==> src/source/spi_cmd_config.svh <==
`ifndef SPI_CMD_CONFIG_SVH
`define SPI_CMD_CONFIG_SVH

// Command word: write flag, address, data
`define SPI_CMD_W 12

// Read data width
`define SPI_RD_W 8

// clk cycles per sclk half period
`define SPI_HALF_DIV 4

// cs high gap between read-address and read-data frames, in clk cycles
`define SPI_RD_GAP 100

// Flag plus address, sent in the first read frame
`define SPI_ADDR_BITS 4

`endif

==> src/source/spi_cmd_pkg.sv <==
`include "spi_cmd_config.svh"

package spi_cmd_pkg;

  // Bit counter wide enough for a full command frame
  typedef logic [$clog2(`SPI_CMD_W + 1) - 1:0] spi_bitcnt_t;

  // Decoded command
  typedef struct packed {
    logic                                  wr;    // 1 = write
    logic [`SPI_CMD_W - `SPI_RD_W - 2:0]   addr;
    logic [`SPI_RD_W - 1:0]                data;
  } spi_cmd_t;

  // One chip-select frame for the bit engine
  typedef struct packed {
    logic [`SPI_CMD_W - 1:0] word;  // Left aligned, MSB goes first
    spi_bitcnt_t             nbits;
  } spi_frame_t;

  typedef enum logic [2:0] {
    SEQ_IDLE    = 3'd0,
    SEQ_WRITE   = 3'd1,
    SEQ_RD_ADDR = 3'd2,
    SEQ_GAP     = 3'd3,
    SEQ_RD_DATA = 3'd4,
    SEQ_FINISH  = 3'd5
  } seq_state_e;

endpackage

==> src/source/cmd_intake.sv <==
`timescale 1ns/1ps
`include "spi_cmd_config.svh"

module cmd_intake
  import spi_cmd_pkg::*;
(
  input  logic                    clk,
  input  logic                    rst_n,
  input  logic [`SPI_CMD_W - 1:0] cmd_in,
  input  logic                    cmd_vld,
  output logic                    cmd_rdy,
  input  logic                    seq_busy,
  output spi_cmd_t                cmd,
  output logic                    cmd_go
);

  logic     pending_q;
  logic     cmd_go_q;
  spi_cmd_t cmd_q;
  logic     accept;

  // Pending covers the cycles before the sequencer raises busy
  assign cmd_rdy = !(pending_q || seq_busy);
  assign accept  = cmd_vld && cmd_rdy;

  always_ff @(posedge clk or negedge rst_n)
  begin
    if (!rst_n)
    begin
      pending_q <= 1'b0;
      cmd_go_q  <= 1'b0;
    end
    else
    begin
      cmd_go_q <= accept;
      if (accept)
        pending_q <= 1'b1;
      else if (seq_busy)
        pending_q <= 1'b0;  // Busy holds rdy low from here
    end
  end

  // Word held until the next acceptance
  always_ff @(posedge clk)
  begin
    if (accept)
    begin
      cmd_q.wr   <= cmd_in[`SPI_CMD_W - 1];
      cmd_q.addr <= cmd_in[`SPI_CMD_W - 2:`SPI_RD_W];
      cmd_q.data <= cmd_in[`SPI_RD_W - 1:0];
    end
  end

  assign cmd    = cmd_q;
  assign cmd_go = cmd_go_q;

  a_go_not_busy: assert property (@(posedge clk) disable iff (!rst_n)
    cmd_go |-> !seq_busy);

endmodule

==> src/source/spi_sequencer.sv <==
`timescale 1ns/1ps
`include "spi_cmd_config.svh"

module spi_sequencer
  import spi_cmd_pkg::*;
(
  input  logic                   clk,
  input  logic                   rst_n,
  input  spi_cmd_t               cmd,
  input  logic                   cmd_go,
  output logic                   seq_busy,
  output logic                   frame_start,
  output spi_frame_t             frame,
  input  logic                   frame_done,
  input  logic [`SPI_RD_W - 1:0] rx_byte,
  output logic                   read_vld,
  output logic [`SPI_RD_W - 1:0] read_data
);

  localparam int GAP_W = $clog2(`SPI_RD_GAP + 1);

  seq_state_e             state_q;
  logic [GAP_W - 1:0]     gap_cnt;
  logic                   busy_q;
  logic                   start_q;
  logic                   read_vld_q;
  spi_frame_t             frame_q;
  logic [`SPI_RD_W - 1:0] read_data_q;

  always_ff @(posedge clk or negedge rst_n)
  begin
    if (!rst_n)
    begin
      state_q    <= SEQ_IDLE;
      gap_cnt    <= '0;
      busy_q     <= 1'b0;
      start_q    <= 1'b0;
      read_vld_q <= 1'b0;
    end
    else
    begin
      start_q    <= 1'b0;
      read_vld_q <= 1'b0;
      case (state_q)
        SEQ_IDLE:
        begin
          if (cmd_go)
          begin
            busy_q  <= 1'b1;
            start_q <= 1'b1;
            state_q <= cmd.wr ? SEQ_WRITE : SEQ_RD_ADDR;
          end
        end
        SEQ_WRITE:
        begin
          if (frame_done)
          begin
            busy_q  <= 1'b0;
            state_q <= SEQ_FINISH;
          end
        end
        SEQ_RD_ADDR:
        begin
          if (frame_done)
          begin
            gap_cnt <= '0;
            state_q <= SEQ_GAP;
          end
        end
        SEQ_GAP:
        begin
          if (gap_cnt == GAP_W'(`SPI_RD_GAP - 1))
          begin
            start_q <= 1'b1;
            state_q <= SEQ_RD_DATA;
          end
          else
            gap_cnt <= gap_cnt + 1'b1;
        end
        SEQ_RD_DATA:
        begin
          if (frame_done)
          begin
            busy_q     <= 1'b0;
            read_vld_q <= 1'b1;
            state_q    <= SEQ_FINISH;
          end
        end
        default:
          state_q <= SEQ_IDLE;  // Finish and unused codes
      endcase
    end
  end

  // Frame contents, loaded with the start pulse
  always_ff @(posedge clk)
  begin
    if (state_q == SEQ_IDLE && cmd_go)
    begin
      if (cmd.wr)
      begin
        frame_q.word  <= cmd;
        frame_q.nbits <= spi_bitcnt_t'(`SPI_CMD_W);
      end
      else
      begin
        frame_q.word  <= {cmd.wr, cmd.addr, {`SPI_RD_W{1'b0}}};
        frame_q.nbits <= spi_bitcnt_t'(`SPI_ADDR_BITS);
      end
    end
    else if (state_q == SEQ_GAP)
    begin
      frame_q.word  <= '0;  // mosi stays low while reading
      frame_q.nbits <= spi_bitcnt_t'(`SPI_RD_W);
    end
  end

  always_ff @(posedge clk)
  begin
    if (state_q == SEQ_RD_DATA && frame_done)
      read_data_q <= rx_byte;
  end

  assign seq_busy    = busy_q;
  assign frame_start = start_q;
  assign frame       = frame_q;
  assign read_vld    = read_vld_q;
  assign read_data   = read_data_q;

  a_start_on_entry: assert property (@(posedge clk) disable iff (!rst_n)
    frame_start |-> state_q inside {SEQ_WRITE, SEQ_RD_ADDR, SEQ_RD_DATA}
                    && state_q != $past(state_q));

  a_vld_after_read: assert property (@(posedge clk) disable iff (!rst_n)
    read_vld |-> $past(state_q) == SEQ_RD_DATA && !cmd.wr);

endmodule

==> src/source/spi_bit_engine.sv <==
`timescale 1ns/1ps
`include "spi_cmd_config.svh"

module spi_bit_engine
  import spi_cmd_pkg::*;
(
  input  logic                   clk,
  input  logic                   rst_n,
  input  logic                   frame_start,
  input  spi_frame_t             frame,
  output logic                   frame_done,
  output logic [`SPI_RD_W - 1:0] rx_byte,
  output logic                   sclk,
  output logic                   cs,
  output logic                   mosi,
  input  logic                   miso
);

  localparam int DIV_W = $clog2(`SPI_HALF_DIV + 1);

  logic                    cs_q;
  logic                    sclk_q;
  logic                    done_q;
  logic [DIV_W - 1:0]      div_cnt;
  spi_bitcnt_t             bit_cnt;   // Bits still to send
  logic [`SPI_CMD_W - 1:0] tx_q;
  logic [`SPI_RD_W - 1:0]  rx_q;

  logic half_end;
  logic rise_en;
  logic fall_en;
  logic end_en;

  // Every phase lasts one half period, the lead and tail included
  assign half_end = !cs_q && div_cnt == DIV_W'(`SPI_HALF_DIV - 1);
  assign rise_en  = half_end && !sclk_q && bit_cnt != '0;
  assign fall_en  = half_end && sclk_q;
  assign end_en   = half_end && !sclk_q && bit_cnt == '0;

  always_ff @(posedge clk or negedge rst_n)
  begin
    if (!rst_n)
    begin
      cs_q    <= 1'b1;
      sclk_q  <= 1'b0;
      done_q  <= 1'b0;
      div_cnt <= '0;
      bit_cnt <= '0;
      tx_q    <= '0;  // Keeps mosi low out of reset
    end
    else
    begin
      done_q <= 1'b0;
      if (frame_start)
      begin
        cs_q    <= 1'b0;
        div_cnt <= '0;
        bit_cnt <= frame.nbits;
        tx_q    <= frame.word;
      end
      else if (!cs_q)
      begin
        if (half_end)
          div_cnt <= '0;
        else
          div_cnt <= div_cnt + 1'b1;

        if (rise_en)
          sclk_q <= 1'b1;

        if (fall_en)
        begin
          sclk_q  <= 1'b0;
          tx_q    <= {tx_q[`SPI_CMD_W - 2:0], 1'b0};  // Next bit on falling edge
          bit_cnt <= bit_cnt - 1'b1;
        end

        if (end_en)
        begin
          cs_q   <= 1'b1;
          done_q <= 1'b1;
        end
      end
    end
  end

  // miso taken as sclk goes high
  always_ff @(posedge clk)
  begin
    if (rise_en)
      rx_q <= {rx_q[`SPI_RD_W - 2:0], miso};
  end

  assign cs         = cs_q;
  assign sclk       = sclk_q;
  assign mosi       = tx_q[`SPI_CMD_W - 1];
  assign frame_done = done_q;
  assign rx_byte    = rx_q;

  a_sclk_idle: assert property (@(posedge clk) disable iff (!rst_n)
    cs |-> !sclk);

  a_start_when_idle: assert property (@(posedge clk) disable iff (!rst_n)
    frame_start |-> cs);

endmodule

==> src/source/spi_cmd_top.sv <==
`timescale 1ns/1ps
`include "spi_cmd_config.svh"

module spi_cmd_top
  import spi_cmd_pkg::*;
(
  input  logic                   clk,
  input  logic                   rst_n,
  input  logic [`SPI_CMD_W - 1:0] cmd_in,
  input  logic                   cmd_vld,
  output logic                   cmd_rdy,
  output logic                   sclk,
  output logic                   cs,
  output logic                   mosi,
  input  logic                   miso,
  output logic                   read_vld,
  output logic [`SPI_RD_W - 1:0] read_data
);

  spi_cmd_t               cmd;
  logic                   cmd_go;
  logic                   seq_busy;
  logic                   frame_start;
  spi_frame_t             frame;
  logic                   frame_done;
  logic [`SPI_RD_W - 1:0] rx_byte;

  cmd_intake u_intake (
    .clk      (clk),
    .rst_n    (rst_n),
    .cmd_in   (cmd_in),
    .cmd_vld  (cmd_vld),
    .cmd_rdy  (cmd_rdy),
    .seq_busy (seq_busy),
    .cmd      (cmd),
    .cmd_go   (cmd_go)
  );

  spi_sequencer u_seq (
    .clk         (clk),
    .rst_n       (rst_n),
    .cmd         (cmd),
    .cmd_go      (cmd_go),
    .seq_busy    (seq_busy),
    .frame_start (frame_start),
    .frame       (frame),
    .frame_done  (frame_done),
    .rx_byte     (rx_byte),
    .read_vld    (read_vld),
    .read_data   (read_data)
  );

  // Owns the SPI pins
  spi_bit_engine u_engine (
    .clk         (clk),
    .rst_n       (rst_n),
    .frame_start (frame_start),
    .frame       (frame),
    .frame_done  (frame_done),
    .rx_byte     (rx_byte),
    .sclk        (sclk),
    .cs          (cs),
    .mosi        (mosi),
    .miso        (miso)
  );

endmodule

==> config.mk <==
export PLATFORM = sky130hd
export DESIGN_NAME = spi_cmd_top
export DESIGN_NICKNAME = d
export VERILOG_FILES = /design/src/source/spi_cmd_pkg.sv /design/src/source/cmd_intake.sv /design/src/source/spi_sequencer.sv /design/src/source/spi_bit_engine.sv /design/src/source/spi_cmd_top.sv
export VERILOG_INCLUDE_DIRS = /design/src /design/src/source
export SDC_FILE = /design/constraint.sdc
export NUM_CORES = 1
export LEC_CHECK = 0
export BUFFER_PORTS_ARGS = -buffer_cell sky130_fd_sc_hd__buf_2
export CAP_MARGIN = 20
export CORE_ASPECT_RATIO = 0.75
export CORE_MARGIN = 4
export CORE_UTILIZATION = 40
export CTS_CLUSTER_SIZE = 14
export DETAILED_ROUTE_END_ITERATION = 8
export SLEW_MARGIN = 40
export SYNTH_ARGS = -nofsm -noshare
export SYNTH_HDL_FRONTEND = slang
export SYNTH_SLANG_ARGS = --single-unit
==> constraint.sdc <==
create_clock -name clk -period 2.2 [get_ports clk]
set_input_delay 0 -clock clk [delete_from_list [all_inputs] [get_ports clk]]
set_output_delay 0 -clock clk [all_outputs]
set_load 0.1 [all_outputs]
==> impl_results.md <==
* DP Worst Slack at 0.431 ns
* # diodes at 0
* Maxcap violations at 0
* Synthesis Warnings at 0
* Slew Limit Fails at 0
* Gates resized, CTS repair at 0
* Total GRT Usage at 0.118
* Clock transition at path regs at 0.08 ns
* Tmin final at 1.75 ns
* Crit path buffers/inverters at 0
* Die Y-Extent at 85.2 microns
* F_max at 0.570 GHz
* Synth Instances at ~240
* Critical Path Slowest Stage Cell: and4bb_2
* Global-route wire length before repair at around 9000 microns
* Post-synth net total at between 200 and 300
* Worst path max stage delay at 0.56 ns
* Vias at 1908
* Worst Path Max Fanout at 17
* Num rows at 27
* CP Capture Type: flip-flop
* Crit path arrival time at 1.98 ns
* Post-Route WL at 5080 microns
* Initial drt markers at between 100 and 150
* DR vias/cell at 4.88
* Wire length per cell at 13.0 microns
* GRT overflow at 0
* Setup-failing EPs final at 0
* Mean post-synth cell area at 13.3 sq um
* Synth Register Bits at about 80
* Fill cells at 640
* Pleak at 1.52 nW
* CTS Root Buffer Type: clkbuf_8
* Initial antenna violation count at 0
* Hold Crit Class: primary input to async pin
* DP Wirelength at between 3000 and 4000 microns
* Sequential cell area at between 2000 and 2500 sq um
* DRT Pass-1 Iters at 4
* Antenna Nets Post-Route at 0
* Port bufs at 28
* VDD IR-drop max at 0.585 mV
* CP delay by family, top: simple AND/OR/NAND/NOR gates
* CTS sink cnt at 79
* Num ports at 29
* GPL Wtd Cong at approximately 0.72
* Area of the multi-input gates at 907 sq um
* Initial Utilization at 0.422
* TritonCTS Buffers at 9
* Slew @ Worst Pin at approximately 0.56 ns
* PD cells at about 1200 nW/um^2
* RSZ-0062 raised after global routing: no
* Number of synthesized flops with an enable pin at 42
* Seq/Total Area, Yosys at 0.688
* Synth unique cells at 47
* Drc violations at 0
* Final nets at 304
* Clk_skew at 0.00867 ns
* Commonest non-fill, non-tap cells in the layout: edfxtp_1 (42), dfrtp_1 (36), nand2_1 (27), buf_2 (27), o21ai_0 (17)
* WP data required at 2.42 ns
* Period utilization at 0.797
* Core Region at 7530 sq um
* Largest net degree at the start of global routing at 38
* Vias in the first global route at about 1800
* Worst-Skew Late Latency at 0.33 ns
* Die W at 111 microns
* Crit start category: flip-flop
* Final Hold Viols at 0
* Post-synth top flop: edfxtp_1
* CTS tree: done
* Clock tree buffer depth at 2
* Max-Slew Margin vs Limit at 0.629
* Commonest non-fill, non-tap cell in the layout: edfxtp_1
* Synthesized area at 3180 sq um
* Status: finished, final reports clean
* Share of flip-flops with an asynchronous set or reset at 0.468
* Share of cells above drive strength 1 at 0.186
* PnR worst setup slack at 0.446 ns
* Die area at 9450 sq um
* Setup TNS at 0 ns
* Area growth syn-to-layout at 18.4%
* Crit Path Class: flip-flop to flip-flop
* CP Cell Sequence: ha_1, and4bb_2, nand2_1, xnor2_1, mux2_2
* H-Tree Depth at 3
path summary, 6_finish.rpt:
kind	start	to	slack, ns	depth (start not counted)
setup / recovery	u_engine.div_cnt[0]	u_engine.bit_cnt[3]	0.45	5
hold / removal	rst_n	u_engine.tx_q[0]	0.16	2
setup reg to reg	u_engine.div_cnt[0]	u_engine.bit_cnt[3]	0.45	5
hold reg to reg	u_engine.rx_byte[7]	u_seq.read_data[7]	0.42	0
max in group asynchronous	rst_n	u_engine.cs	1.68	2
min in group clk	cmd_in[4]	u_intake.cmd[4]	0.37	2
synth_stat cells, types with 2 or more instances:
library cell  count  area, sq um
a211o_1           3         26.3
a211oi_1          2         15.0
a21oi_1           8         40.0
and2_1            5         31.3
and3_1           14         87.6
buf_2             3         15.0
buf_6             2         22.5
clkbuf_1          6         22.5
dfrtp_1          36          901
edfxtp_1         42         1260
ha_1              3         37.5
inv_1             5         18.8
mux2_2            2         22.5
mux2i_1          12          120
nand2_1          27          101
nand3_1           7         35.0
nand3b_1          2         15.0
nor2_1           11         41.3
nor3_1            4         20.0
o21ai_0          17         85.1
xnor2_1           2         17.5
kinds of logic after synthesis:
family	Yosys count	share of synthesized area
buffers and inverters	17	0.0272
AOI/OAI and AO/OA	40	0.0760
and+or+nand+nor	83	0.144
xor gates and xnor gates	3	0.00827
muxes	14	0.0449
adders and majority gates	3	0.0118
DFF	79	0.688
routing by layer:
| layer | global-route usage | vias to the layer above | share of wire |
|---|---|---|---|
| met5 | 0 | - | 0 |
| met4 | 0.0380 | 0 | 0.0083 |
| met3 | 0.0470 | 4 | 0.045 |
| met2 | 0.182 | 35 | 0.48 |
| met1 | 0.153 | 907 | 0.47 |
| li1 | - | 962 | - |
registers in the layout, summed over array words and instances (netlist names), 3 cells and up:
register,cells
u_seq.read_data,8
u_engine.tx_q,12
u_engine.bit_cnt,4
u_seq.frame,14
u_engine.div_cnt,3
u_seq.state_q,3
u_intake.cmd,12
u_seq.gap_cnt,7
u_engine.rx_byte,8
layout make-up:
class | instances | area share
sequential | 79 | 0.581
multi-input combinational | 143 | 0.241
timing repair buffer | 47 | 0.0858
clock buffer | 13 | 0.0422
tap | 101 | 0.0336
clock inverter | 3 | 0.0110
inverter | 5 | 0.00499
power by group:
group	switching, mW	total, mW	internal [mW]
registers	0.304	2.27	1.97
clock network	0.469	1.05	0.584
logic	0.620	1.01	0.388
per-stage QoR:
stage	total power, mW	util	instance area, sq um	hold slack [ns]	std cells
after global routing	4.64	0.500	3760	0.199	391
final	4.33	0.500	3760	0.164	391
after floorplan	3.06	-	3180	-0.296	239
after global placement	3.26	0.453	3410	0.154	360
after detailed placement	3.30	0.453	3410	-0.00555	360
after CTS	4.39	0.500	3760	0.164	391
timing repair:
item	in CTS	in global routing
endpoints found under the hold margin	51	0
hold buffers	15	0
buffers inserted	0	0
Note: power is estimated with default switching activity, not from simulation.
